### src/soc_bus_pkg.sv
package soc_bus_pkg;

	// Bus widths
	localparam int ADDR_W = 32;
	localparam int DATA_W = 32;
	localparam int SEL_W  = 4;

	// Address map, slave select in the top nibble
	localparam int SLAVE_FIELD_HI = 31;
	localparam int SLAVE_FIELD_LO = 28;

	localparam logic [3:0] SLV_RAM  = 4'd0;
	localparam logic [3:0] SLV_UART = 4'd1;
	localparam logic [3:0] SLV_SEG  = 4'd2;

	localparam int RAM_WORDS = 256; // Word index from adr[9:2]

	// UART register offsets
	localparam logic [3:0] UART_REG_DATA   = 4'h0;
	localparam logic [3:0] UART_REG_STATUS = 4'h4;

	localparam int UART_CLKS_PER_BIT = 8;

endpackage

### src/wb_arbiter.sv
module wb_arbiter (
	input  logic                              clk,
	input  logic                              rst_n_i,
	input  logic                              m0_cyc_i,
	input  logic                              m0_stb_i,
	input  logic                              m0_we_i,
	input  logic [soc_bus_pkg::ADDR_W-1:0]    m0_adr_i,
	input  logic [soc_bus_pkg::DATA_W-1:0]    m0_dat_i,
	input  logic [soc_bus_pkg::SEL_W-1:0]     m0_sel_i,
	input  logic                              m1_cyc_i,
	input  logic                              m1_stb_i,
	input  logic                              m1_we_i,
	input  logic [soc_bus_pkg::ADDR_W-1:0]    m1_adr_i,
	input  logic [soc_bus_pkg::DATA_W-1:0]    m1_dat_i,
	input  logic [soc_bus_pkg::SEL_W-1:0]     m1_sel_i,
	input  logic [soc_bus_pkg::DATA_W-1:0]    bus_rdat_i,
	input  logic                              bus_ack_i,
	input  logic                              bus_err_i,
	output logic [soc_bus_pkg::DATA_W-1:0]    m0_dat_o,
	output logic                              m0_ack_o,
	output logic                              m0_err_o,
	output logic [soc_bus_pkg::DATA_W-1:0]    m1_dat_o,
	output logic                              m1_ack_o,
	output logic                              m1_err_o,
	output logic                              bus_cyc_o,
	output logic                              bus_stb_o,
	output logic                              bus_we_o,
	output logic [soc_bus_pkg::ADDR_W-1:0]    bus_adr_o,
	output logic [soc_bus_pkg::DATA_W-1:0]    bus_wdat_o,
	output logic [soc_bus_pkg::SEL_W-1:0]     bus_sel_o
);
	logic gnt_valid;
	logic grant;     // 0 = m0, 1 = m1
	logic last;      // Master served last
	logic gnt_cyc;

	assign gnt_cyc = grant ? m1_cyc_i : m0_cyc_i;

	always_ff @(posedge clk or negedge rst_n_i) begin
		if (!rst_n_i) begin
			gnt_valid <= 1'b0;
			grant     <= 1'b0;
			last      <= 1'b1; // m0 wins the first tie
		end else if (!gnt_valid) begin
			if (m0_cyc_i || m1_cyc_i) begin
				gnt_valid <= 1'b1;
				grant     <= (m0_cyc_i && m1_cyc_i) ? ~last : m1_cyc_i;
			end
		end else if (!gnt_cyc) begin
			gnt_valid <= 1'b0;
			last      <= grant;
		end
	end

	assign bus_cyc_o  = gnt_valid && gnt_cyc;
	assign bus_stb_o  = gnt_valid && (grant ? m1_stb_i : m0_stb_i);
	assign bus_we_o   = grant ? m1_we_i  : m0_we_i;
	assign bus_adr_o  = grant ? m1_adr_i : m0_adr_i;
	assign bus_wdat_o = grant ? m1_dat_i : m0_dat_i;
	assign bus_sel_o  = grant ? m1_sel_i : m0_sel_i;

	// Responses go back to the owner only
	assign m0_ack_o = gnt_valid && !grant && bus_ack_i;
	assign m0_err_o = gnt_valid && !grant && bus_err_i;
	assign m1_ack_o = gnt_valid && grant && bus_ack_i;
	assign m1_err_o = gnt_valid && grant && bus_err_i;
	assign m0_dat_o = !grant ? bus_rdat_i : '0;
	assign m1_dat_o = grant ? bus_rdat_i : '0;

	a_grant_held: assert property (@(posedge clk) disable iff (!rst_n_i)
		gnt_valid && gnt_cyc |=> gnt_valid && $stable(grant));

	a_one_resp: assert property (@(posedge clk) disable iff (!rst_n_i)
		!((m0_ack_o || m0_err_o) && (m1_ack_o || m1_err_o)));

endmodule

### config.mk
export PLATFORM = sky130hd
export DESIGN_NAME = wb_arbiter
export DESIGN_NICKNAME = d
export VERILOG_FILES = /design/src/soc_bus_pkg.sv /design/src/wb_arbiter.sv
export SDC_FILE = /design/constraint.sdc
export NUM_CORES = 1
export LEC_CHECK = 0
export ABC_AREA = 1
export BUFFER_PORTS_ARGS = -buffer_cell sky130_fd_sc_hd__buf_2
export CAP_MARGIN = 30
export CORE_AREA = 2 2 123 125
export CTS_CLUSTER_SIZE = 24
export DETAILED_ROUTE_END_ITERATION = 6
export DIE_AREA = 0 0 125 127
export SYNTH_ARGS = -nofsm -noshare
export SYNTH_HDL_FRONTEND = slang
export SYNTH_SLANG_ARGS = --single-unit
### constraint.sdc
create_clock -name clk -period 2.7 [get_ports clk]
set_input_delay 0.54 -clock clk [delete_from_list [all_inputs] [get_ports clk]]
set_output_delay 0.54 -clock clk [all_outputs]
set_load 0.1 [all_outputs]
==> impl_results.md <==
* Status: completed
* Ant. Diodes at 0
* Max Cap Viol at 0
* Fin. max-slew vios at 0
* FF+latch count, synth at 3
* Sequential area share after synthesis at 4.67%
* Crit-path slowest cell: dfrtp_4
* Die Span Y at 127 um
* Share of cells above drive strength 1 at 47.5%
* Hold-fix buffers at CTS at 0
* Area of the mapped netlist at 0.00164 mm^2
* Clock Skews at 0.463 ps
* Io pins at 317
* Synthesized instance count at 387
* Unrepaired setup endpoints after global routing: no
* Synth Warn # at 0
* Number of antenna violations at the first check in global routing at 0
* Port buffer count at 316
* Normalized max-slew margin at 66.7%
* CP Data Arrival Time at 1800 ps
* R2R Path Start: grant
* DR DRC count at 0
* Syn Area/Cell at 4.23 um^2
* Number of CTS-inserted buffers at 3
* Fin util at 23.5%
* RR Endpoint: grant
* Die W at 125 um
* First-pass GRT wire length at 12.5 mm
* Area growth syn-to-layout at 107%
* R2R depth at 3
* Max Clock Freq at 427 MHz
* Drt first pass iters at 4
* Worst-path cell chain: buf_4 -> nand2_1 -> a21oi_2 -> buf_2
* Worst setup SP type: register
* HPWL Detailed at 7.02 mm
* Vias per cell at 3.58
* Max H-tree Level at 1
* Clock Latency Late Sink at 220 ps
* Detailed-route wire length per cell at 9.56 um
* Minimum clock period at 2340 ps
* Mapped Nets at 565
* CTS tree: built
* Final Hold Vio Count at 0
* Num Clock Sinks at 3
* Via count at 3118
* HP Class: in -> async
* Reg-to-reg slack, setup at 1590 ps
* Cell variety after synth at 13
* WL final at 8.34 mm
* GRT overflow at 0
* Setup TNS at 0 ps
* WS Path Type: reg -> out
* Design area at 0.00339 mm^2
* Worst slew pin tran at 503 ps
* 1st-iter DRT viols at 106
* Crit end category: output port
* Worst-path clk slew at 30 ps
* Most common cell after layout, fill and taps aside: buf_2
* Layout Nets at 867
* Initial Util at 11.3%
* Finish-stage setup viols at 0
* Placer Congestion at 0.791
* Largest net degree at the start of global routing at 90
* Max Root-Sink Buffers at 2
* Worst path max stage delay at 450 ps
* Gr usage total at 9.18%
* Row Count at 44
* Vias in the first global route at 2693
* CP max FO at 47
* Final hold slack at 106 ps
* Period utilisation layout at 86.6%
* Die area at 0.0159 mm^2
* Area of the core at 0.0144 mm^2
* DP Area at 0.00331 mm^2
* Worst path bufs/invs at 2
* Critical Path RT at 2160 ps
* Antenna viol nets, final at 0
* Post-CTS setup buffer count at 0
* CP top delay family: buffers and inverters
* Most frequent cells in the layout: 316 x buf_2, 249 x nand2_1, 68 x inv_1, 37 x nor2_1
* CTS root buf: clkbuf_16
* Filler cells at 1685
* Post-cts resize count at 0
## worst reg2reg max path, cell delays in order (launching register included)
cell	delay (ps)
dfrtp_4	450
buf_4	410
nand2_1	110
nand2_1	70
## worst max-delay path by stage
stage                from      endpoint  slack [ps]  cells past startpoint
global route        grant     bus_stb_o         220                      4
detailed placement  grant     bus_stb_o         590                      4
floorplan           grant  m0_dat_o[21]         120                      4
CTS                 grant     bus_stb_o         350                      4
finish              grant     bus_stb_o         360                      4
global placement    grant     bus_stb_o         600                      4
## Yosys cell counts
| cell | n | area [um^2] |
|---|---|---|
| nand2_1 | 249 | 935 |
| inv_1 | 68 | 255 |
| nor2_1 | 37 | 139 |
| buf_6 | 12 | 135 |
| buf_2 | 9 | 45.0 |
| nand3_1 | 3 | 15.0 |
| buf_4 | 2 | 15.0 |
| dfrtp_1 | 2 | 50.1 |
| a21oi_1 | 1 | 5.00 |
| clkinv_2 | 1 | 5.00 |
| dfstp_2 | 1 | 26.3 |
| o21ai_0 | 1 | 5.00 |
| o21ai_1 | 1 | 5.00 |
## per-stage QoR
| step | setup slack [ps] | cells |
|---|---|---|
| after global placement | 598 | 868 |
| after floorplan | 115 | 387 |
| final | 360 | 872 |
| after detailed placement | 591 | 868 |
| after global routing | 223 | 872 |
| after CTS | 351 | 872 |
## routing by layer
metal | GRT usage (%) | share of wire, % | up-vias
li1 | - | - | 1680
met1 | 10.4 | 39 | 1262
met2 | 18.0 | 51 | 168
met3 | 1.84 | 9.2 | 8
met4 | 1.57 | 0.77 | 0
met5 | 0 | 0 | -
## cell families after synthesis
group / after synthesis / share of synthesized area, %
and+or+nand+nor: 289 / 66.6
buffers and inverters: 92 / 27.8
DFF: 3 / 4.67
AOI/OAI and AO/OA: 3 / 0.917
## state kept, by name (all words and copies together), names as in the netlist
| signal | count |
|---|---|
| gnt_valid | 1 |
| grant | 1 |
| last | 1 |
## cell type report
type	instances	area [um^2]	share of cell area, %
timing repair buffer	320	1640	48.2
multi-input combinational	292	1110	32.6
inverter	69	260	7.67
tap	184	230	6.78
sequential	3	80.1	2.36
clock buffer	4	78.8	2.32
Power is not shown: default switching activity piles up to over one toggle a cycle in this logic, so the estimate is an artifact.
