[src/soc_bus_pkg.sv]
package soc_bus_pkg;

	// Bus widths
	localparam int ADDR_W = 32;
	localparam int DATA_W = 32;
	localparam int SEL_W  = 4;

	// Address map, slave select in the top nibble
	localparam int SLAVE_FIELD_HI = 31;
	localparam int SLAVE_FIELD_LO = 28;

	localparam logic [3:0] SLV_RAM  = 4'd0;
	localparam logic [3:0] SLV_UART = 4'd1;
	localparam logic [3:0] SLV_SEG  = 4'd2;

	localparam int RAM_WORDS = 256; // Word index from adr[9:2]

	// UART register offsets
	localparam logic [3:0] UART_REG_DATA   = 4'h0;
	localparam logic [3:0] UART_REG_STATUS = 4'h4;

	localparam int UART_CLKS_PER_BIT = 8;

endpackage

[src/wb_uart_tx.sv]
module wb_uart_tx (
	input  logic                              clk,
	input  logic                              rst_n_i,
	input  logic                              stb_i,
	input  logic                              we_i,
	input  logic [soc_bus_pkg::ADDR_W-1:0]    adr_i,
	input  logic [soc_bus_pkg::DATA_W-1:0]    dat_i,
	output logic [soc_bus_pkg::DATA_W-1:0]    dat_o,
	output logic                              ack_o,
	output logic                              tx_o
);
	import soc_bus_pkg::*;

	logic                                 busy;
	logic                                 data_wr;
	logic [9:0]                           shreg;    // stop, data[7:0], start
	logic [3:0]                           bit_cnt;
	logic [$clog2(UART_CLKS_PER_BIT)-1:0] baud_cnt;

	assign data_wr = stb_i && we_i && (adr_i[3:0] == UART_REG_DATA);

	always_ff @(posedge clk or negedge rst_n_i) begin
		if (!rst_n_i) begin
			shreg    <= '1;
			busy     <= 1'b0;
			bit_cnt  <= '0;
			baud_cnt <= '0;
			tx_o     <= 1'b1;
			ack_o    <= 1'b0;
		end else begin
			tx_o  <= shreg[0]; // Line idles high
			ack_o <= stb_i && !ack_o && !(data_wr && busy);
			if (data_wr && !busy && !ack_o) begin
				shreg    <= {1'b1, dat_i[7:0], 1'b0};
				busy     <= 1'b1;
				bit_cnt  <= '0;
				baud_cnt <= '0;
			end else if (busy) begin
				if (int'(baud_cnt) == UART_CLKS_PER_BIT - 1) begin
					baud_cnt <= '0;
					shreg    <= {1'b1, shreg[9:1]};
					bit_cnt  <= bit_cnt + 4'd1;
					if (bit_cnt == 4'd9)
						busy <= 1'b0; // Frame done
				end else begin
					baud_cnt <= baud_cnt + 1'b1;
				end
			end
		end
	end

	// Status reads busy in bit 0, data register reads as zero
	always_ff @(posedge clk) begin
		if (stb_i) begin
			if (adr_i[3:0] == UART_REG_STATUS)
				dat_o <= {{(DATA_W-1){1'b0}}, busy};
			else
				dat_o <= '0;
		end
	end

	// An acked data write always starts a fresh frame
	a_no_ack_busy: assert property (@(posedge clk) disable iff (!rst_n_i)
		ack_o && $past(data_wr) |-> $rose(busy));

endmodule
[config.mk]
export PLATFORM = sky130hd
export DESIGN_NAME = wb_uart_tx
export DESIGN_NICKNAME = d
export VERILOG_FILES = /design/src/soc_bus_pkg.sv /design/src/wb_uart_tx.sv
export SDC_FILE = /design/constraint.sdc
export NUM_CORES = 1
export LEC_CHECK = 0
export BUFFER_PORTS_ARGS = -buffer_cell sky130_fd_sc_hd__clkbuf_2
export CELL_PAD_IN_SITES_DETAIL_PLACEMENT = 1
export CELL_PAD_IN_SITES_GLOBAL_PLACEMENT = 1
export CORE_UTILIZATION = 28
export CTS_BUF_LIST = sky130_fd_sc_hd__clkbuf_8
export CTS_CLUSTER_SIZE = 25
export DETAILED_ROUTE_END_ITERATION = 10
export HOLD_SLACK_MARGIN = 0.05
export PLACE_DENSITY_LB_ADDON = 0.15
export SLEW_MARGIN = 20
export SYNTH_ARGS = -nofsm -noshare
export SYNTH_HDL_FRONTEND = slang
export SYNTH_SLANG_ARGS = --single-unit
[constraint.sdc]
create_clock -name clk -period 2 [get_ports clk]
set_input_delay 0.2 -clock clk [delete_from_list [all_inputs] [get_ports clk]]
set_output_delay 0.2 -clock clk [all_outputs]
set_load 0.02 [all_outputs]
==> impl_metrics.py <==
metrics = {
    "logic_synthesis": {
        "synth_enable_flop_cells": 1,
        "yosys_register_bits": 20,
        "synth_cell_type_count": 33,
        "seq_area_frac_synth": 0.416,
        "yosysWarnings": 0,
        "synthesis.area_um2": 1240,
        "avgSynthCellArea_um2": 11.3,
        "synth_cells": 110,
        "async_flop_share": 0.950,
        "synth_ff_type": "dfstp_2",
    },
    "worst_setup_path": {
        "worst_ep_arrival_time_ns": 1.90,
        "cp-end-kind": "flop",
        "start_kind": "flop",
        "cp_max_fo": 9,
        "worstPathRequired_ns": 2.19,
        "critical_path_class": "flop to flop",
    },
    "timing": {
        "skew_ns": 0.00242,
        "fmax_mhz": 587,
        "slew_headroom": 0.657,
        "rsz0062_at_grt": "false",
        "fin_hold_ws_ns": 0.169,
        "fin_crit_ns": 1.70,
        "slew_viol_final": 0,
        "fin_tns_setup_ns": 0,
        "tightest_slew_ns": 0.513,
        "fin_crit_sh": 0.852,
        "setup_violations": 0,
        "hold_viol_final": 0,
    },
    "route": {
        "vias_per_cell": 4.20,
        "drt_pass1_iterations": 2,
        "drcViolationCount": 0,
        "drtIter0Drc": 15,
        "num_vias": 768,
        "ant_nets": 0,
        "wl_per_cell_um": 12.0,
        "routed_wirelength_um": 2190,
    },
    "worst_hold_path": {
        "min_path_type": "primary input to flop",
    },
    "pwr": {
        "p_leak_uw": 0.000646,
        "p_per_area_nw_per_um2": 1190,
        "ir_drop_uv": 444,
    },
    "finish": {
        "final_nets": 206,
        "fin_cells": 183,
        "utilization": 0.325,
        "drive_gt1_frac": 0.421,
        "fill_cells": 500,
        "n_antenna_cell": 0,
        "area_delta_synth_final_pct": 8.35,
    },
    "cts": {
        "numCtsBuffers": 3,
        "clk_pin_slew_worst_paths_ns": 0.08,
        "cts_tree": "done",
        "root_buffer": "clkbuf_8",
        "clk_latency_ns": 0.26,
        "cts.htree.levels": 1,
        "cts_hold_buffers": 1,
        "ctsResizeCount": 0,
        "cts_num_sinks": 20,
        "postCtsSetupBuffers": 0,
        "clockBufferDepth": 2,
    },
    "floorplan": {
        "dieHeight_um": 68.6,
        "num_rows": 23,
        "ioPinCount": 102,
        "start_util": 0.300,
        "dieArea_um2": 4710,
        "die_w_um": 68.6,
        "core_um2": 4140,
    },
    "placed_design": {
        "io_buffers": 18,
        "place.gp.congestion": 0.668,
        "dp_hpwl_um": 1710,
        "dp.cells": 178,
    },
    "run_status": {
        "status": "finished clean",
    },
    "global_route": {
        "grt_pass1_wl_um": 3700,
        "grt_max_degree": 20,
        "antenna_found_initial": 0,
        "grtUsageTotal": 0.108,
        "grt_overflow": 0,
        "grt_pass1_vias": 811,
    },
    "flow_run": {
        "maxCapViolCount": 0,
    },
}
routing by layer:
metal,vias up,wire length [um],track usage,part of all wire
li1,363,-,-,-
met1,379,937,0.121,0.43
met2,24,1140,0.201,0.52
met3,2,92,0.0263,0.042
met4,0,14,0.0313,0.0064
met5,-,0,0,0
flip-flops by register name, summed over array words and instances (netlist names):
register	cells
bit_cnt	4
shreg	9
busy	1
baud_cnt	3
tx_o	1
ack_o	1
dat_o	1
cell families (layout without fill, tap and decap cells):
kind of cell	Yosys count	count (layout)	share of synthesized area
DFF	20	20	0.417
muxes	16	16	0.153
other	1	31	0.00302
adders and majority gates	4	4	0.0402
and+or+nand+nor	23	23	0.125
buffers and inverters	35	28	0.209
AOI/OAI and AO/OA	11	11	0.0533
Yosys cell counts (2+ instances only):
cell type / number / area (um^2)
dfstp_2: 10 / 263
dfrtp_1: 9 / 225
nor2_1: 2 / 7.51
ha_1: 4 / 50.1
nand3_1: 3 / 15.0
nand2_1: 3 / 11.3
a21oi_1: 4 / 20.0
buf_4: 31 / 233
nand2b_1: 3 / 18.8
mux2_4: 3 / 45.0
o311ai_0: 2 / 17.5
o21ai_0: 4 / 20.0
mux2_2: 12 / 135
cells in the final DEF, fill, tap and decap left out, types with 2 or more instances in the layout:
cell / count
nand3_1: 3
mux2_4: 3
o311ai_0: 2
nand2_1: 3
o21ai_0: 4
clkbuf_2: 18
dfrtp_1: 9
ha_1: 4
mux2_2: 12
clkbuf_8: 4
dfstp_2: 10
nand2b_1: 3
nor2_1: 2
a21oi_1: 4
conb_1: 31
buf_4: 4
power by group:
group | total [uW] | internal (uW) | switching (uW) | leakage, uW
clock network | 316 | 175 | 141 | 0.0000288
logic | 517 | 269 | 248 | 0.000394
registers | 768 | 646 | 122 | 0.000223
metrics by stage:
step	total power (uW)	setup slack (ns)	instance area [um^2]
2_1_floorplan	1190	0.216	1360
3_3_place_gp	1260	0.296	1280
3_5_place_dp	1300	0.298	1280
4_1_cts	1630	0.279	1350
5_1_grt	1740	0.166	1350
6_report	1600	0.295	1350
path summary, 6_finish.rpt:
check                      slack (ns)  cells after the start   startpoint          end
max                              0.30                      5  baud_cnt[0]     shreg[6]
min                              0.17                      2     dat_i[3]     shreg[4]
max reg2reg                      0.30                      5  baud_cnt[0]     shreg[6]
min reg2reg                      0.37                      0     shreg[0]         tx_o
max in group asynchronous        1.21                      2      rst_n_i     shreg[2]
min in group asynchronous        0.43                      2      rst_n_i  baud_cnt[2]
worst max-delay path, stage by stage, from the launching register on:
cell     delay, ns
dfrtp_1       0.41
ha_1          0.21
ha_1          0.21
nand2_2       0.19
mux2_2        0.36
mux2_2        0.26
area by class of cell:
type,instances,area [um^2],share of cell area
Clock buffer,4,55.1,0.0409
Inverter,1,3.75,0.00279
Multi-Input combinational cell,85,578,0.429
Sequential cell,20,518,0.384
Tap cell,50,62.6,0.0464
Timing Repair Buffer,23,130,0.0966
No activity file was read; power rests on OpenSTA's default activity.
