<file path="src/soc_bus_pkg.sv">
package soc_bus_pkg;

	// Bus widths
	localparam int ADDR_W = 32;
	localparam int DATA_W = 32;
	localparam int SEL_W  = 4;

	// Address map, slave select in the top nibble
	localparam int SLAVE_FIELD_HI = 31;
	localparam int SLAVE_FIELD_LO = 28;

	localparam logic [3:0] SLV_RAM  = 4'd0;
	localparam logic [3:0] SLV_UART = 4'd1;
	localparam logic [3:0] SLV_SEG  = 4'd2;

	localparam int RAM_WORDS = 256; // Word index from adr[9:2]

	// UART register offsets
	localparam logic [3:0] UART_REG_DATA   = 4'h0;
	localparam logic [3:0] UART_REG_STATUS = 4'h4;

	localparam int UART_CLKS_PER_BIT = 8;

endpackage

</file>
<file path="src/wb_decoder.sv">
module wb_decoder (
	input  logic                              clk,
	input  logic                              rst_n_i,
	input  logic                              bus_cyc_i,
	input  logic                              bus_stb_i,
	input  logic [soc_bus_pkg::ADDR_W-1:0]    bus_adr_i,
	input  logic [soc_bus_pkg::DATA_W-1:0]    ram_rdat_i,
	input  logic                              ram_ack_i,
	input  logic [soc_bus_pkg::DATA_W-1:0]    uart_rdat_i,
	input  logic                              uart_ack_i,
	input  logic [soc_bus_pkg::DATA_W-1:0]    seg_rdat_i,
	input  logic                              seg_ack_i,
	output logic                              ram_stb_o,
	output logic                              uart_stb_o,
	output logic                              seg_stb_o,
	output logic [soc_bus_pkg::DATA_W-1:0]    bus_rdat_o,
	output logic                              bus_ack_o,
	output logic                              bus_err_o
);
	import soc_bus_pkg::*;

	logic       req;
	logic       mapped;
	logic [3:0] field;

	assign req   = bus_cyc_i && bus_stb_i;
	assign field = bus_adr_i[SLAVE_FIELD_HI:SLAVE_FIELD_LO];

	assign ram_stb_o  = req && (field == SLV_RAM);
	assign uart_stb_o = req && (field == SLV_UART);
	assign seg_stb_o  = req && (field == SLV_SEG);
	assign mapped     = (field == SLV_RAM) || (field == SLV_UART) || (field == SLV_SEG);

	// Single-cycle err, same latency as a RAM ack
	always_ff @(posedge clk or negedge rst_n_i) begin
		if (!rst_n_i) begin
			bus_err_o <= 1'b0;
		end else begin
			bus_err_o <= req && !mapped && !bus_err_o;
		end
	end

	always_comb begin
		case (field)
			SLV_RAM: begin
				bus_rdat_o = ram_rdat_i;
				bus_ack_o  = ram_ack_i;
			end
			SLV_UART: begin
				bus_rdat_o = uart_rdat_i;
				bus_ack_o  = uart_ack_i;
			end
			SLV_SEG: begin
				bus_rdat_o = seg_rdat_i;
				bus_ack_o  = seg_ack_i;
			end
			default: begin
				bus_rdat_o = '0;
				bus_ack_o  = 1'b0;
			end
		endcase
	end

	a_one_stb: assert property (@(posedge clk) disable iff (!rst_n_i)
		$onehot0({ram_stb_o, uart_stb_o, seg_stb_o}));

endmodule

</file>
<file path="config.mk">
export PLATFORM = sky130hd
export DESIGN_NAME = wb_decoder
export DESIGN_NICKNAME = d
export VERILOG_FILES = /design/src/soc_bus_pkg.sv /design/src/wb_decoder.sv
export SDC_FILE = /design/constraint.sdc
export NUM_CORES = 1
export LEC_CHECK = 0
export BUFFER_PORTS_ARGS = -buffer_cell sky130_fd_sc_hd__buf_4
export CORE_AREA = 2 2 66 68
export CTS_CLUSTER_DIAMETER = 50
export DETAILED_ROUTE_END_ITERATION = 7
export DIE_AREA = 0 0 68 70
export GPL_ROUTABILITY_DRIVEN = 0
export MAX_ROUTING_LAYER = met4
export PLACE_DENSITY = 0.68
export SLEW_MARGIN = 20
export SYNTH_ARGS = -nofsm -noshare
export SYNTH_HDL_FRONTEND = slang
export SYNTH_SLANG_ARGS = --single-unit
</file>
<file path="constraint.sdc">
create_clock -name clk -period 0.9 [get_ports clk]
set_input_delay 0 -clock clk [delete_from_list [all_inputs] [get_ports clk]]
set_output_delay 0 -clock clk [all_outputs]
set_load 0.02 [all_outputs]
</file>
==> impl.org <==
** Global routing
- Global-route wire length before repair :: around 7200 µm
- Across every metal layer, demand over resource in global routing totals 0.202.
- Gr ovfl total :: 0
- The number of antenna violations at the first check in global routing came to 0.
- The via count of the first global-routing pass came to approximately 1,500.
- Maximum number of pins on one net before global-route repair :: 13

** Place
- Count of buffers from port buffering :: 143
- Placed Instances :: 284
- Worst slack at placement :: -297 ps
- Once detailed placement completed, the half-perimeter wirelength came to 3640 µm.

** Critical path
- For this run, the slowest stage of the critical path takes 310 ps.
- In this run the worst path has a maximum fanout of 6.
- The critical path contains buffers and inverters numbering 5 combined.
- The worst setup path is launched from an input pin.
- In this run the number of cells on the critical path is 7.
- Crit path max-delay family :: buffers and inverters
- The largest individual stage delay along the critical path comes from the cell sky130_fd_sc_hd__nor4b_4.
- Data arrives at the worst endpoint at 1120 ps.
- Crit path launch :: bus_adr_i[30]
- Cell occurring most often along the worst timing path :: sky130_fd_sc_hd__buf_6
- Required arrival time at the worst endpoint :: approximately 900 ps
- The startpoint identified for the worst register-to-register timing path is bus_err_o.
- Measured in cells, the most critical reg-to-reg path has a length of 1.
- Endpoint type of the worst setup path :: output pin
- Worst setup path class :: in -> out
- Across all register-to-register paths, the minimum setup slack is 280 ps.
- Endpoint of the most critical register-to-register path :: bus_err_o
- Critical Path, Cell by Cell :: buf_8, buf_6, nor4b_4, buf_6, buf_12, o2bb2ai_4, buf_6
- Destination of the critical timing path :: bus_rdat_o[4]

** Floorplanning
- Die height :: approximately 70 µm
- After floorplanning, the core was divided into 24 placement rows.
- For this design the top-level I/O count stands at between 150 and 200.
- The initial utilization of the core area, before any placement, comes to 0.191.
- The floorplan step defined a core boundary enclosing approximately 4100 µm².
- The die covers 4760 µm².
- The die is ~68 µm wide.

** STA
- Relative slew margins :: 0.773
- Final setup violating endpoints :: 35
- Clock Skew :: 0 ps
- Pins over their slew limit :: 0
- Setup repair after global routing missed its margin :: yes
- For the finished layout, the period the worst path requires is approximately 1100 ps.
- Setup slack on the critical path of the routed design comes to -223 ps.
- Total Neg Setup Slack :: -7020 ps
- Tightest hold margin :: 292 ps
- Achievable Freq :: 891 MHz
- Worst slew pin tran :: 330 ps
- The hold violation total from the final report came to 0.
- Part of the cycle the worst path needs :: 1.25

** Flow run
- Across the run, the number of max-cap violations was 0.

** Finish
- Of the cells placed in the final design, the portion with a size suffix greater than 1 is 0.832.
- Largest registers ranked by flip-flop count :: bus_err_o: 1 flops
- The register with the most flip-flops in the final layout is bus_err_o.
- After filler insertion, the fill cell instance count of the layout stands at 322.
- Max FFs per register :: 1
- Relative to the synthesized area, the layout overhead comes to 236%.
- Layout Cells excl Fill :: 290
- Antenna diodes :: 0
- Final nets :: 375

** Run status
- Run status :: finished, violations left
- The final reports fail on setup timing.

** Yosys
- Yosys mapped the design onto 13 distinct sky130hd cell types.
- Flip-flop and latch count after synthesis :: 1
- Summing every instance area after synthesis gives between 700 and 800 µm².
- Sequential cell area fraction in the yosys report :: 0.0317
- Synth warn :: 0
- Each instance of the synthesized netlist takes up on average 9.07 µm².
- After technology mapping, the gate count stands at 87.
- Counting every net in the synthesized netlist gives 222.

** Drt
- Vias per cell :: 4.73
- Initial DRT Pass Iterations :: 4
- Overall routed net length :: around 5000 µm
- After detailed routing, the number of remaining DRC violations is 0.
- For this block, the initial DRC count from the detailed router was 33.
- For this block, the via count after detailed routing is between 1,000 and 1,500.
- Final ANT Viol Nets :: 0
- Dividing the detail-routed wire length by the instance count gives ~17 µm.

** Clock network
- Worst-skew pair later-pin latency :: 0 ps

** Min path
- The tightest min-delay check is of the in -> out type.

** Pwr
- Dividing total power by cell area gives a power density of 434 nW/µm².
- Cell leakage power :: 1.27 nW
- IR analysis of the VDD net gives a maximum drop of 274 µV.
[stage by stage]
step	cell area (µm²)	util	total power, mW
2_1_floorplan	1010	-	0.427
3_3_place_gp	2240	0.540	0.976
3_5_place_dp	2240	0.540	0.992
4_1_cts	2620	0.633	1.14
5_1_grt	2650	0.640	1.21
6_report	2650	0.640	1.15
[repair_timing]
item / 4_1_cts / 5_1_grt
setup buffers: 2 / 0
pin swaps: 3 / 1
cloned: 3 / 0
hold buffers: 1 / 0
resized for setup: 58 / 5
endpoints found under the hold margin: 1 / 0
setup endpoints to repair: 36 / 37
[area by class of cell]
type,count,area (µm²),area share
well taps,52,65.1,0.0245
flip-flops and latches,1,25.0,0.00943
inverters,1,3.75,0.00142
multi-input cells,74,1050,0.395
repair buffers,162,1510,0.570
[tightest hold or removal path: cells and delay by family]
family          cells  cell delay, ps
buf+inv             2             190
compound gates      1             100
[cells in the mapped netlist (all sizes together)]
library cell	number	share of area
mux2i	33	0.42
nand2	1	0.0047
nor4b	1	0.030
inv	1	0.0047
or3	1	0.0079
o2bb2ai	33	0.37
dfrtp	1	0.032
and3	1	0.0079
nor3	3	0.019
clkbuf	1	0.0047
buf	10	0.095
a211oi	1	0.0095
[cells in the final DEF, fill, tap and decap left out]
cell type                       Yosys  routed
sky130_fd_sc_hd__a211oi_1           1       1
sky130_fd_sc_hd__and3_1             1       1
sky130_fd_sc_hd__buf_12             0       6
sky130_fd_sc_hd__buf_16             0       3
sky130_fd_sc_hd__buf_4              0     111
sky130_fd_sc_hd__buf_6              4      40
sky130_fd_sc_hd__buf_8              0       1
sky130_fd_sc_hd__dfrtp_1            1       1
sky130_fd_sc_hd__dlygate4sd3_1      0       1
sky130_fd_sc_hd__inv_1              1       1
sky130_fd_sc_hd__mux2i_1           33      33
sky130_fd_sc_hd__nand2_1            1       1
sky130_fd_sc_hd__nor3_1             3       1
sky130_fd_sc_hd__nor3_2             0       1
sky130_fd_sc_hd__nor3_4             0       1
sky130_fd_sc_hd__nor4b_4            1       1
sky130_fd_sc_hd__o2bb2ai_2          0      22
sky130_fd_sc_hd__o2bb2ai_4          0      11
sky130_fd_sc_hd__or3_4              0       1
[where the power goes]
group,internal (mW),switching (mW)
clock network,0,0
registers,0.0483,0.00139
logic,0.655,0.446
[cell families (layout without fill, tap and decap cells)]
family                 after synthesis  count (layout)  synth area share
DFF                                  1               1            0.0317
buffers and inverters               12             163             0.105
muxes                               33              33             0.418
and+or+nand+nor                      7               7            0.0697
AOI/OAI and AO/OA                   34              34             0.376
[metal layers]
layer  vias to the layer above  share of wire  track usage
met4                         0          0.031       0.0422
met1                       625           0.35        0.218
met3                        12          0.056       0.0113
met2                        68           0.56        0.388
li1                        666              -            -
met5                         -              0            -
[how the worst min path moves through the flow]
stage                endpoint  cells after the start      startpoint  slack [ps]
3_3_place_gp        bus_err_o                      1         rst_n_i        -220
6_report       bus_rdat_o[21]                      3  seg_rdat_i[21]         290
4_1_cts         bus_rdat_o[7]                      3   seg_rdat_i[7]         290
3_5_place_dp        bus_err_o                      1         rst_n_i        -220
2_1_floorplan       bus_err_o                      0         rst_n_i        -300
5_1_grt        bus_rdat_o[21]                      3  seg_rdat_i[21]         300
(Power assumes the default switching activity.)
