$ cat src/soc_bus_pkg.sv
package soc_bus_pkg;

	// Bus widths
	localparam int ADDR_W = 32;
	localparam int DATA_W = 32;
	localparam int SEL_W  = 4;

	// Address map, slave select in the top nibble
	localparam int SLAVE_FIELD_HI = 31;
	localparam int SLAVE_FIELD_LO = 28;

	localparam logic [3:0] SLV_RAM  = 4'd0;
	localparam logic [3:0] SLV_UART = 4'd1;
	localparam logic [3:0] SLV_SEG  = 4'd2;

	localparam int RAM_WORDS = 256; // Word index from adr[9:2]

	// UART register offsets
	localparam logic [3:0] UART_REG_DATA   = 4'h0;
	localparam logic [3:0] UART_REG_STATUS = 4'h4;

	localparam int UART_CLKS_PER_BIT = 8;

endpackage

$ cat src/wb_segdisp.sv
module wb_segdisp (
	input  logic                              clk,
	input  logic                              rst_n_i,
	input  logic                              stb_i,
	input  logic                              we_i,
	input  logic [soc_bus_pkg::DATA_W-1:0]    dat_i,
	output logic [soc_bus_pkg::DATA_W-1:0]    dat_o,
	output logic                              ack_o,
	output logic [6:0]                        seg_o
);
	import soc_bus_pkg::*;

	logic [3:0] nibble;

	// Bit 6 = a ... bit 0 = g, active high
	function automatic logic [6:0] hex_seg(input logic [3:0] n);
		case (n)
			4'h0: return 7'h7e;
			4'h1: return 7'h30;
			4'h2: return 7'h6d;
			4'h3: return 7'h79;
			4'h4: return 7'h33;
			4'h5: return 7'h5b;
			4'h6: return 7'h5f;
			4'h7: return 7'h70;
			4'h8: return 7'h7f;
			4'h9: return 7'h7b;
			4'ha: return 7'h77;
			4'hb: return 7'h1f;
			4'hc: return 7'h4e;
			4'hd: return 7'h3d;
			4'he: return 7'h4f;
			default: return 7'h47;
		endcase
	endfunction

	always_ff @(posedge clk or negedge rst_n_i) begin
		if (!rst_n_i) begin
			nibble <= 4'h0;
			seg_o  <= hex_seg(4'h0);
			ack_o  <= 1'b0;
		end else begin
			ack_o <= stb_i && !ack_o;
			if (stb_i && we_i && !ack_o) begin
				nibble <= dat_i[3:0];
				seg_o  <= hex_seg(dat_i[3:0]);
			end
		end
	end

	assign dat_o = {{(DATA_W-4){1'b0}}, nibble};

endmodule

$ cat config.mk
export PLATFORM = sky130hd
export DESIGN_NAME = wb_segdisp
export DESIGN_NICKNAME = d
export VERILOG_FILES = /design/src/soc_bus_pkg.sv /design/src/wb_segdisp.sv
export SDC_FILE = /design/constraint.sdc
export NUM_CORES = 1
export LEC_CHECK = 0
export BUFFER_PORTS_ARGS = -buffer_cell sky130_fd_sc_hd__buf_4
export CORE_UTILIZATION = 35
export DETAILED_ROUTE_END_ITERATION = 7
export GPL_ROUTABILITY_DRIVEN = 0
export PLACE_DENSITY = 0.74
export SLEW_MARGIN = 40
export SYNTH_ARGS = -nofsm -noshare
export SYNTH_HDL_FRONTEND = slang
export SYNTH_SLANG_ARGS = --single-unit
export TNS_END_PERCENT = 10
$ cat constraint.sdc
create_clock -name clk -period 2.25 [get_ports clk]
set_input_delay 0.3375 -clock clk [delete_from_list [all_inputs] [get_ports clk]]
set_output_delay 0.3375 -clock clk [all_outputs]
set_load 0.1 [all_outputs]
==> results.yml, run 1 <==
sta:
  period_minus_slack_ns: 1.51
  fin_ws_ns: 0.736
  setup_violations: 0
  post-route-period-util_pct: 67.3
  worstMarginPinSlew_ns: 0.671
  relSlewSlack_pct: 55.2
  timing.fmax_ghz: 0.661
  finalHoldViolCount: 0
  final.setup_skew_ns: 0.00369
  finalSetupTns_ns: 0
  slew_violations: 0
  rsz0062_at_grt: "false"
clock_network:
  cts_inserted_buffers: 3
  clockRootBuffer: "clkbuf_4"
  cts_resized: 0
  cts_max_path_buffers: 2
  h-tree-depth: 1
  path_clk_slew_ns: 0.07
  clk_latency_ns: 0.28
  cts_tree: "yes"
  postCtsSetupBuffers: 0
  cts_sinks: 12
logic_synthesis:
  syn-cell-area_um2: 933
  syn_inst: 95
  netlist.top_cell.by_area: "buf_4"
  ys_seq_area_share_pct: 33.0
  ys_types: 26
  syn_area_per_cell_um2: 9.83
  synth_top_area_share_pct: 23.3
  synthTopCellsByArea: "buf_4 23%, dfstp_2 17%, dfrtp_1 16%"
  yosys_warnings: 0
  ys_ff_latch: 12
grt:
  grt_pass1_vias: 497
  grt_usage_pct: 10.8
  grt_first_pass_wirelength_um: 2110
  gr-total-overflow: 0
  grt_antenna_before_repair: 0
  grt_max_degree: 21
floorplanning:
  start_util_pct: 37.3
  design.core.area_um2: 2500
  ios: 76
  die_w_um: 53.6
  row_count: 18
  dieArea_um2: 2880
  die_y_um: 53.6
cells_and_area:
  fin_nets: 157
  layout_commonest_cell: "conb_1"
  drive_gt1_share_pct: 29.5
  stdcell_area_um2: 1000
  multi_input_area_um2: 473
  final_cell_mix: "28 x conb_1, 19 x buf_4, 9 x nand2_1"
  layout.area.seq_um2: 308
  fin_util_pct: 40.2
  final.fill_count: 267
  synthToLayoutAreaGrowth_pct: 7.64
  antenna_cells: 0
worst_setup_path:
  worstPathCellList: "nand3b_1 -> a221oi_1 -> a21o_1"
  cp_top_family: "simple AND/OR/NAND/NOR gates"
  crit_buf_inv: 0
  worstPathMaxFanout: 20
  endpoint_kind: "flip-flop"
  crit_path_start_kind: "flip-flop"
  slowest_stage: "nand3b_1"
  cp.required_ns: 2.47
  cp_data_arrival_time_ns: 1.73
  max_stage_delay_ns: 0.54
  critPathKind: "flip-flop to flip-flop"
placement:
  dp_hpwl_um: 1090
  pre_cts_ws_ns: 0.678
  placed_area_um2: 972
  port_buffers: 19
hold_path:
  hold_class: "input port to flip-flop"
detailed_routing:
  ant_nets: 0
  firstDrtPassIters: 4
  detail_route.wirelength_um: 1350
  post_drt_via_cell_ratio: 4.08
  drc: 0
  drtIter0Drc: 3
  wire_per_inst_um: 9.52
  vias: 580
power_and_ir_drop:
  power.density_nw_per_um2: 1050
  power.leakage_nw: 0.540
  peakVddDrop_mv: 0.421
  power.total_mw: 1.06
job:
  drv_cap: 0
outcome:
  status: "finished, final reports clean"
[cells by family (layout without fill, tap and decap cells)]
logic type               after synthesis  after routing  share of synthesized area (%)
other                                  1             28                          0.402
AO/OA/AOI/OAI                         14             14                           10.5
flip-flops                            12             12                           33.0
AND/OR/NAND/NOR                       17             17                           8.31
adder cells (fa/ha/maj)                7              7                           9.38
buffers and inverters                 36             26                           27.2
multiplexers                           8              8                           11.3
[path summary, 6_finish.rpt]
path / start / endpoint / slack (ns) / cells after the start
max: ack_o / seg_o[4] / 0.74 / 3
min: stb_i / ack_o / 0.30 / 2
max reg2reg: ack_o / seg_o[4] / 0.74 / 3
min reg2reg: ack_o / ack_o / 0.45 / 1
max in group asynchronous: rst_n_i / seg_o[4] / 1.59 / 2
min in group asynchronous: rst_n_i / nibble[1] / 0.43 / 2
[per-stage QoR]
stage | std cells | hold WS (ns)
floorplan | 122 | 0.0419
global placement | 138 | 0.178
detailed placement | 138 | 0.180
CTS | 142 | 0.308
global route | 142 | 0.337
finish | 142 | 0.303
[state kept, by name, summed over array words and instances (netlist names)]
signal	count
nibble	4
seg_o	7
ack_o	1
[area by class of cell]
type	instances	share of cell area, %
Tap cell	30	3.74
Clock buffer	3	2.24
Multi-Input combinational cell	74	47.1
Sequential cell	12	30.6
Inverter	3	1.12
Timing Repair Buffer	20	15.2
[synthesized netlist by cell type (all sizes together)]
master   n
conb     1
dfstp    6
nor2     2
mux2     4
o31ai    1
clkbuf   1
a21o     3
buf     32
mux4     1
nor3     2
inv      3
o32ai    1
a221oi   1
ha       7
nand2    9
a211oi   2
o21ai    5
nand3b   1
mux2i    3
nor2b    3
o211a    1
dfrtp    6
[worst register-to-register path, cell delays in order, from the launching register on]
cell and delay, ns:
dfrtp_1 0.39, nand3b_1 0.54, a221oi_1 0.41, a21o_1 0.12
[layer usage]
layer  part of all wire, %  vias up  track usage, %  routed length [µm]
li1                      -      292               -                   -
met1                    43      257            12.9                 581
met2                    49       28            16.3                 662
met3                   5.5        3            2.54                  75
met4                   2.3        0            9.21                  31
met5                     0        -               0                   0
[repair_timing]
item / 4_1_cts / 5_1_grt
hold endpoints to repair: 6 / 0
setup endpoints to repair: 0 / 0
hold buffers: 1 / 0
[power breakdown]
part,switching (mW),internal (mW)
Clock,0.0676,0.0621
Combinational,0.546,0.0963
Sequential,0.0189,0.268
Total,0.632,0.426
(Power assumes the default switching activity.)
==> run 2, diff against run 1 <==
Clock period 2.25 ns to 1.4 ns, I/O delays scaled along.
==> run 2 against run 1 <==
  * Critical path depth down 2
  * Global-route usage down 0.80 points
  * Via count grew 8.6%
  * Critical endpoint is now seg_o[6]
  * Highest routed layer unchanged
==> results.yml, run 2 (synthesized netlist as in run 1, its figures left out) <==
cells_and_area:
  top_register: "seg_o"
  final.fill_count: 251
  fin_nets: 160
  synthToLayoutAreaGrowth_pct: 10.9
  multi_input_area_um2: 473
  final_cell_mix: "28 x conb_1, 22 x buf_4, 9 x nand2_1"
  fin_cells: 146
  largest_reg_flops: 7
  drive_gt1_share_pct: 31.9
  layout.area.seq_um2: 312
  layout_commonest_cell: "conb_1"
  antenna_cells: 0
  top_regs: "seg_o x7, nibble x4, ack_o x1"
worst_setup_path:
  cp.required_ns: 1.19
  max_stage_delay_ns: 0.53
  worstPathCellList: "buf_4"
  endpoint_kind: "output pin"
  crit_buf_inv: 1
  critPathKind: "flip-flop to output pin"
  cp_top_family: "flip-flops"
  cp_data_arrival_time_ns: 1.09
  crit_path_start_kind: "flip-flop"
  worstPathMaxFanout: 2
  slowest_stage: "dfstp_2"
detailed_routing:
  firstDrtPassIters: 1
  ant_nets: 0
  post_drt_via_cell_ratio: 4.32
  detail_route.wirelength_um: 1410
  drtIter0Drc: 0
  drc: 0
  vias: 630
  wire_per_inst_um: 9.62
floorplanning:
  row_count: 18
  die_w_um: 53.6
  ios: 76
  dieArea_um2: 2880
  die_y_um: 53.6
  design.core.area_um2: 2500
  start_util_pct: 37.3
sta:
  finalHoldViolCount: 0
  setup_violations: 0
  rsz0062_at_grt: "false"
  timing.fmax_ghz: 0.767
  final.setup_skew_ns: 0.00897
  slew_violations: 0
  finalSetupTns_ns: 0
  timing.hold.ws_ns: 0.174
  period_minus_slack_ns: 1.30
  post-route-period-util_pct: 93.1
power_and_ir_drop:
  power.density_nw_per_um2: 1670
  power.total_mw: 1.72
  power.leakage_nw: 0.554
  peakVddDrop_mv: 0.845
grt:
  grt_usage_pct: 10.0
  grt_pass1_vias: 484
  grt_max_degree: 21
  grt_antenna_before_repair: 0
  grt_first_pass_wirelength_um: 1990
  gr-total-overflow: 0
clock_network:
  cts_sinks: 12
  cts_inserted_buffers: 3
  cts_max_path_buffers: 2
  h-tree-depth: 1
  cts_tree: "yes"
  hold_buffers: 1
  path_clk_slew_ns: 0.08
  clk_latency_ns: 0.28
  clockRootBuffer: "clkbuf_4"
  postCtsSetupBuffers: 0
  cts_resized: 0
placement:
  port_buffers: 19
  dp.cells: 141
  dp_hpwl_um: 1150
hold_path:
  hold_class: "input port to flip-flop"
outcome:
  status: "finished, final reports clean"
job:
  drv_cap: 0
-- run 2: cell types whose count changed in the layout (fill, tap and decap cells not counted), sizes merged --
cell,before,now
buf,19,22
clkbuf,3,4
-- run 2: power breakdown --
part           leakage (nW)  total, mW  internal, mW  switching [mW]
Combinational         0.404       1.04         0.160           0.880
Sequential            0.135      0.463         0.432          0.0307
Clock                0.0150      0.222         0.110           0.111
-- run 2: layer usage --
metal,vias up,routed length (µm),global-route usage (%)
met2,32,650,18.1
met1,295,604,10.6
met4,0,29,6.58
li1,300,-,-
met3,3,121,1.69
met5,-,0,0
-- run 2: area by class of cell --
class / instances / area share [%]
inverter: 3 / 1.09
multi-input combinational: 74 / 45.7
clock buffer: 4 / 2.54
timing repair buffer: 23 / 16.9
tap: 30 / 3.63
sequential: 12 / 30.1
-- run 2: through the flow --
stage | worst slack (ns) | instance area (µm²) | utilization (%)
CTS | 0.0911 | 1030 | 41.4
global route | 0.0662 | 1030 | 41.4
finish | 0.0970 | 1030 | 41.4
detailed placement | 0.0123 | 998 | 39.9
global placement | 0.0468 | 998 | 39.9
floorplan | 0.0301 | 1040 | -
-- run 2: worst reg2reg max path: stages (launching register included) --
cell and delay, ns:
dfrtp_4 0.48, nand3b_1 0.17, buf_4 0.21, a221oi_1 0.24, a21o_1 0.12
-- run 2: worst paths after layout --
check | start | to | slack, ns | cells past startpoint
max | seg_o[6] | seg_o[6] | 0.1 | 1
min | stb_i | ack_o | 0.17 | 2
max reg2reg | ack_o | seg_o[4] | 0.12 | 4
min reg2reg | seg_o[3] | seg_o[3] | 0.46 | 2
max in group asynchronous | rst_n_i | seg_o[4] | 0.86 | 2
min in group asynchronous | rst_n_i | nibble[1] | 0.30 | 2
==> run 3, diff against run 2 <==
Settings changed: CAP_MARGIN set to 15, CORE_UTILIZATION 35 to 38, PLACE_DENSITY 0.74 to 0.8, REMOVE_ABC_BUFFERS set to 1.
==> run 3 against run 2 <==
  * Sequential cell count stayed put
  * Hold slack better by 0.0031 ns
  * Via count is 0.63% lower
  * Critical endpoint unchanged
==> results.yml, run 3 (synthesized netlist as in run 1, its figures left out) <==
job:
  drv_cap: 0
cells_and_area:
  top_regs: "seg_o x7, nibble x4, ack_o x1"
  top_register: "seg_o"
  final.fill_count: 229
  antenna_cells: 0
  layout_commonest_cell: "conb_1"
  largest_reg_flops: 7
  fin_util_pct: 46.5
  fin_cells: 145
  final_cell_mix: "28 x conb_1, 22 x buf_4, 9 x nand2_1"
  synthToLayoutAreaGrowth_pct: 12.3
  drive_gt1_share_pct: 31.6
  stdcell_area_um2: 1050
  fin_nets: 161
floorplanning:
  die_y_um: 51.6
  start_util_pct: 41.4
  die_w_um: 51.6
  row_count: 17
  design.core.area_um2: 2250
  dieArea_um2: 2660
  ios: 76
outcome:
  status: "finished, final reports clean"
worst_setup_path:
  cp.required_ns: 1.19
  worstPathMaxFanout: 2
  critPathKind: "flip-flop to output pin"
  max_stage_delay_ns: 0.54
  cp_data_arrival_time_ns: 1.09
  cp_top_family: "flip-flops"
  crit_buf_inv: 1
  worstPathCellList: "buf_4"
  slowest_stage: "dfstp_2"
  crit_path_start_kind: "flip-flop"
  endpoint_kind: "output pin"
clock_network:
  clockRootBuffer: "clkbuf_4"
  h-tree-depth: 1
  postCtsSetupBuffers: 0
  path_clk_slew_ns: 0.08
  cts_inserted_buffers: 3
  cts_sinks: 12
  clk_latency_ns: 0.27
  cts_tree: "yes"
  cts_max_path_buffers: 2
sta:
  timing.fmax_ghz: 0.766
  setup_violations: 0
  slew_violations: 0
  final.setup_skew_ns: 0.00626
  post-route-period-util_pct: 93.2
  period_minus_slack_ns: 1.30
  finalHoldViolCount: 0
  fin_ws_ns: 0.0951
  rsz0062_at_grt: "false"
grt:
  grt_first_pass_wirelength_um: 2590
  gr-total-overflow: 0
  met3_usage_pct: 3.80
  met1_usage_pct: 15.3
  grt_pass1_vias: 591
  grt_antenna_before_repair: 0
  grt_max_degree: 21
  top_usage_layer: "met2"
  grtUsageMet2_pct: 23.2
  grt_usage_pct: 13.6
placement:
  pre_cts_ws_ns: 0.0149
  port_buffers: 19
  placed_area_um2: 1010
  dp.cells: 140
  dp_hpwl_um: 1200
power_and_ir_drop:
  peakVddDrop_mv: 0.765
  power.density_nw_per_um2: 1650
  power.total_mw: 1.73
  power.leakage_nw: 0.566
detailed_routing:
  drc: 0
  vias: 626
  wire_per_inst_um: 10.4
  drtIter0Drc: 2
  ant_nets: 0
  firstDrtPassIters: 4
  detail_route.wirelength_um: 1500
  post_drt_via_cell_ratio: 4.32
hold_path:
  hold_class: "input port to flip-flop"
## run 3: cell types whose count changed in the layout (fill, tap and decap cells not counted), sizes merged
| cell | before | now |
|---|---|---|
| buf | 22 | 23 |
## run 3: routing by layer
metal	vias up	share of wire (%)
met1	289	41
met2	32	50
li1	302	-
met3	3	7.9
met4	0	1.5
met5	-	0
## run 3: final timing paths
kind,start,endpoint,slack (ns),cells after the start
max,seg_o[6],seg_o[6],0.1,1
min,stb_i,ack_o,0.18,2
max reg2reg,ack_o,seg_o[4],0.16,4
min reg2reg,ack_o,ack_o,0.45,1
max in group asynchronous,rst_n_i,seg_o[1],0.85,2
min in group asynchronous,rst_n_i,nibble[3],0.32,2
## run 3: timing repair
action | 4_1_cts | 5_1_grt
resized for setup | 0 | 0
endpoints found under the hold margin | 12 | 0
hold buffers | 1 | 0
## run 3: area by class of cell
cell class / instances / area (µm²) / area share [%]
sequential: 12 / 308 / 29.4
multi-input combinational: 74 / 473 / 45.1
timing repair buffer: 24 / 195 / 18.6
inverter: 3 / 11.3 / 1.07
tap: 28 / 35.0 / 3.34
clock buffer: 4 / 26.3 / 2.51
## run 3: stage by stage
stage / setup TNS, ns / hold WS [ns]
finish: 0 / 0.177
detailed placement: 0 / 0.0558
global placement: 0 / 0.0524
floorplan: -4.01 / -0.0856
CTS: 0 / 0.180
global route: 0 / 0.207
## run 3: power by group
group | switching, mW | leakage, nW | internal, mW | total, mW
Clock | 0.113 | 0.0150 | 0.110 | 0.223
Sequential | 0.0314 | 0.136 | 0.431 | 0.462
Combinational | 0.883 | 0.415 | 0.166 | 1.05
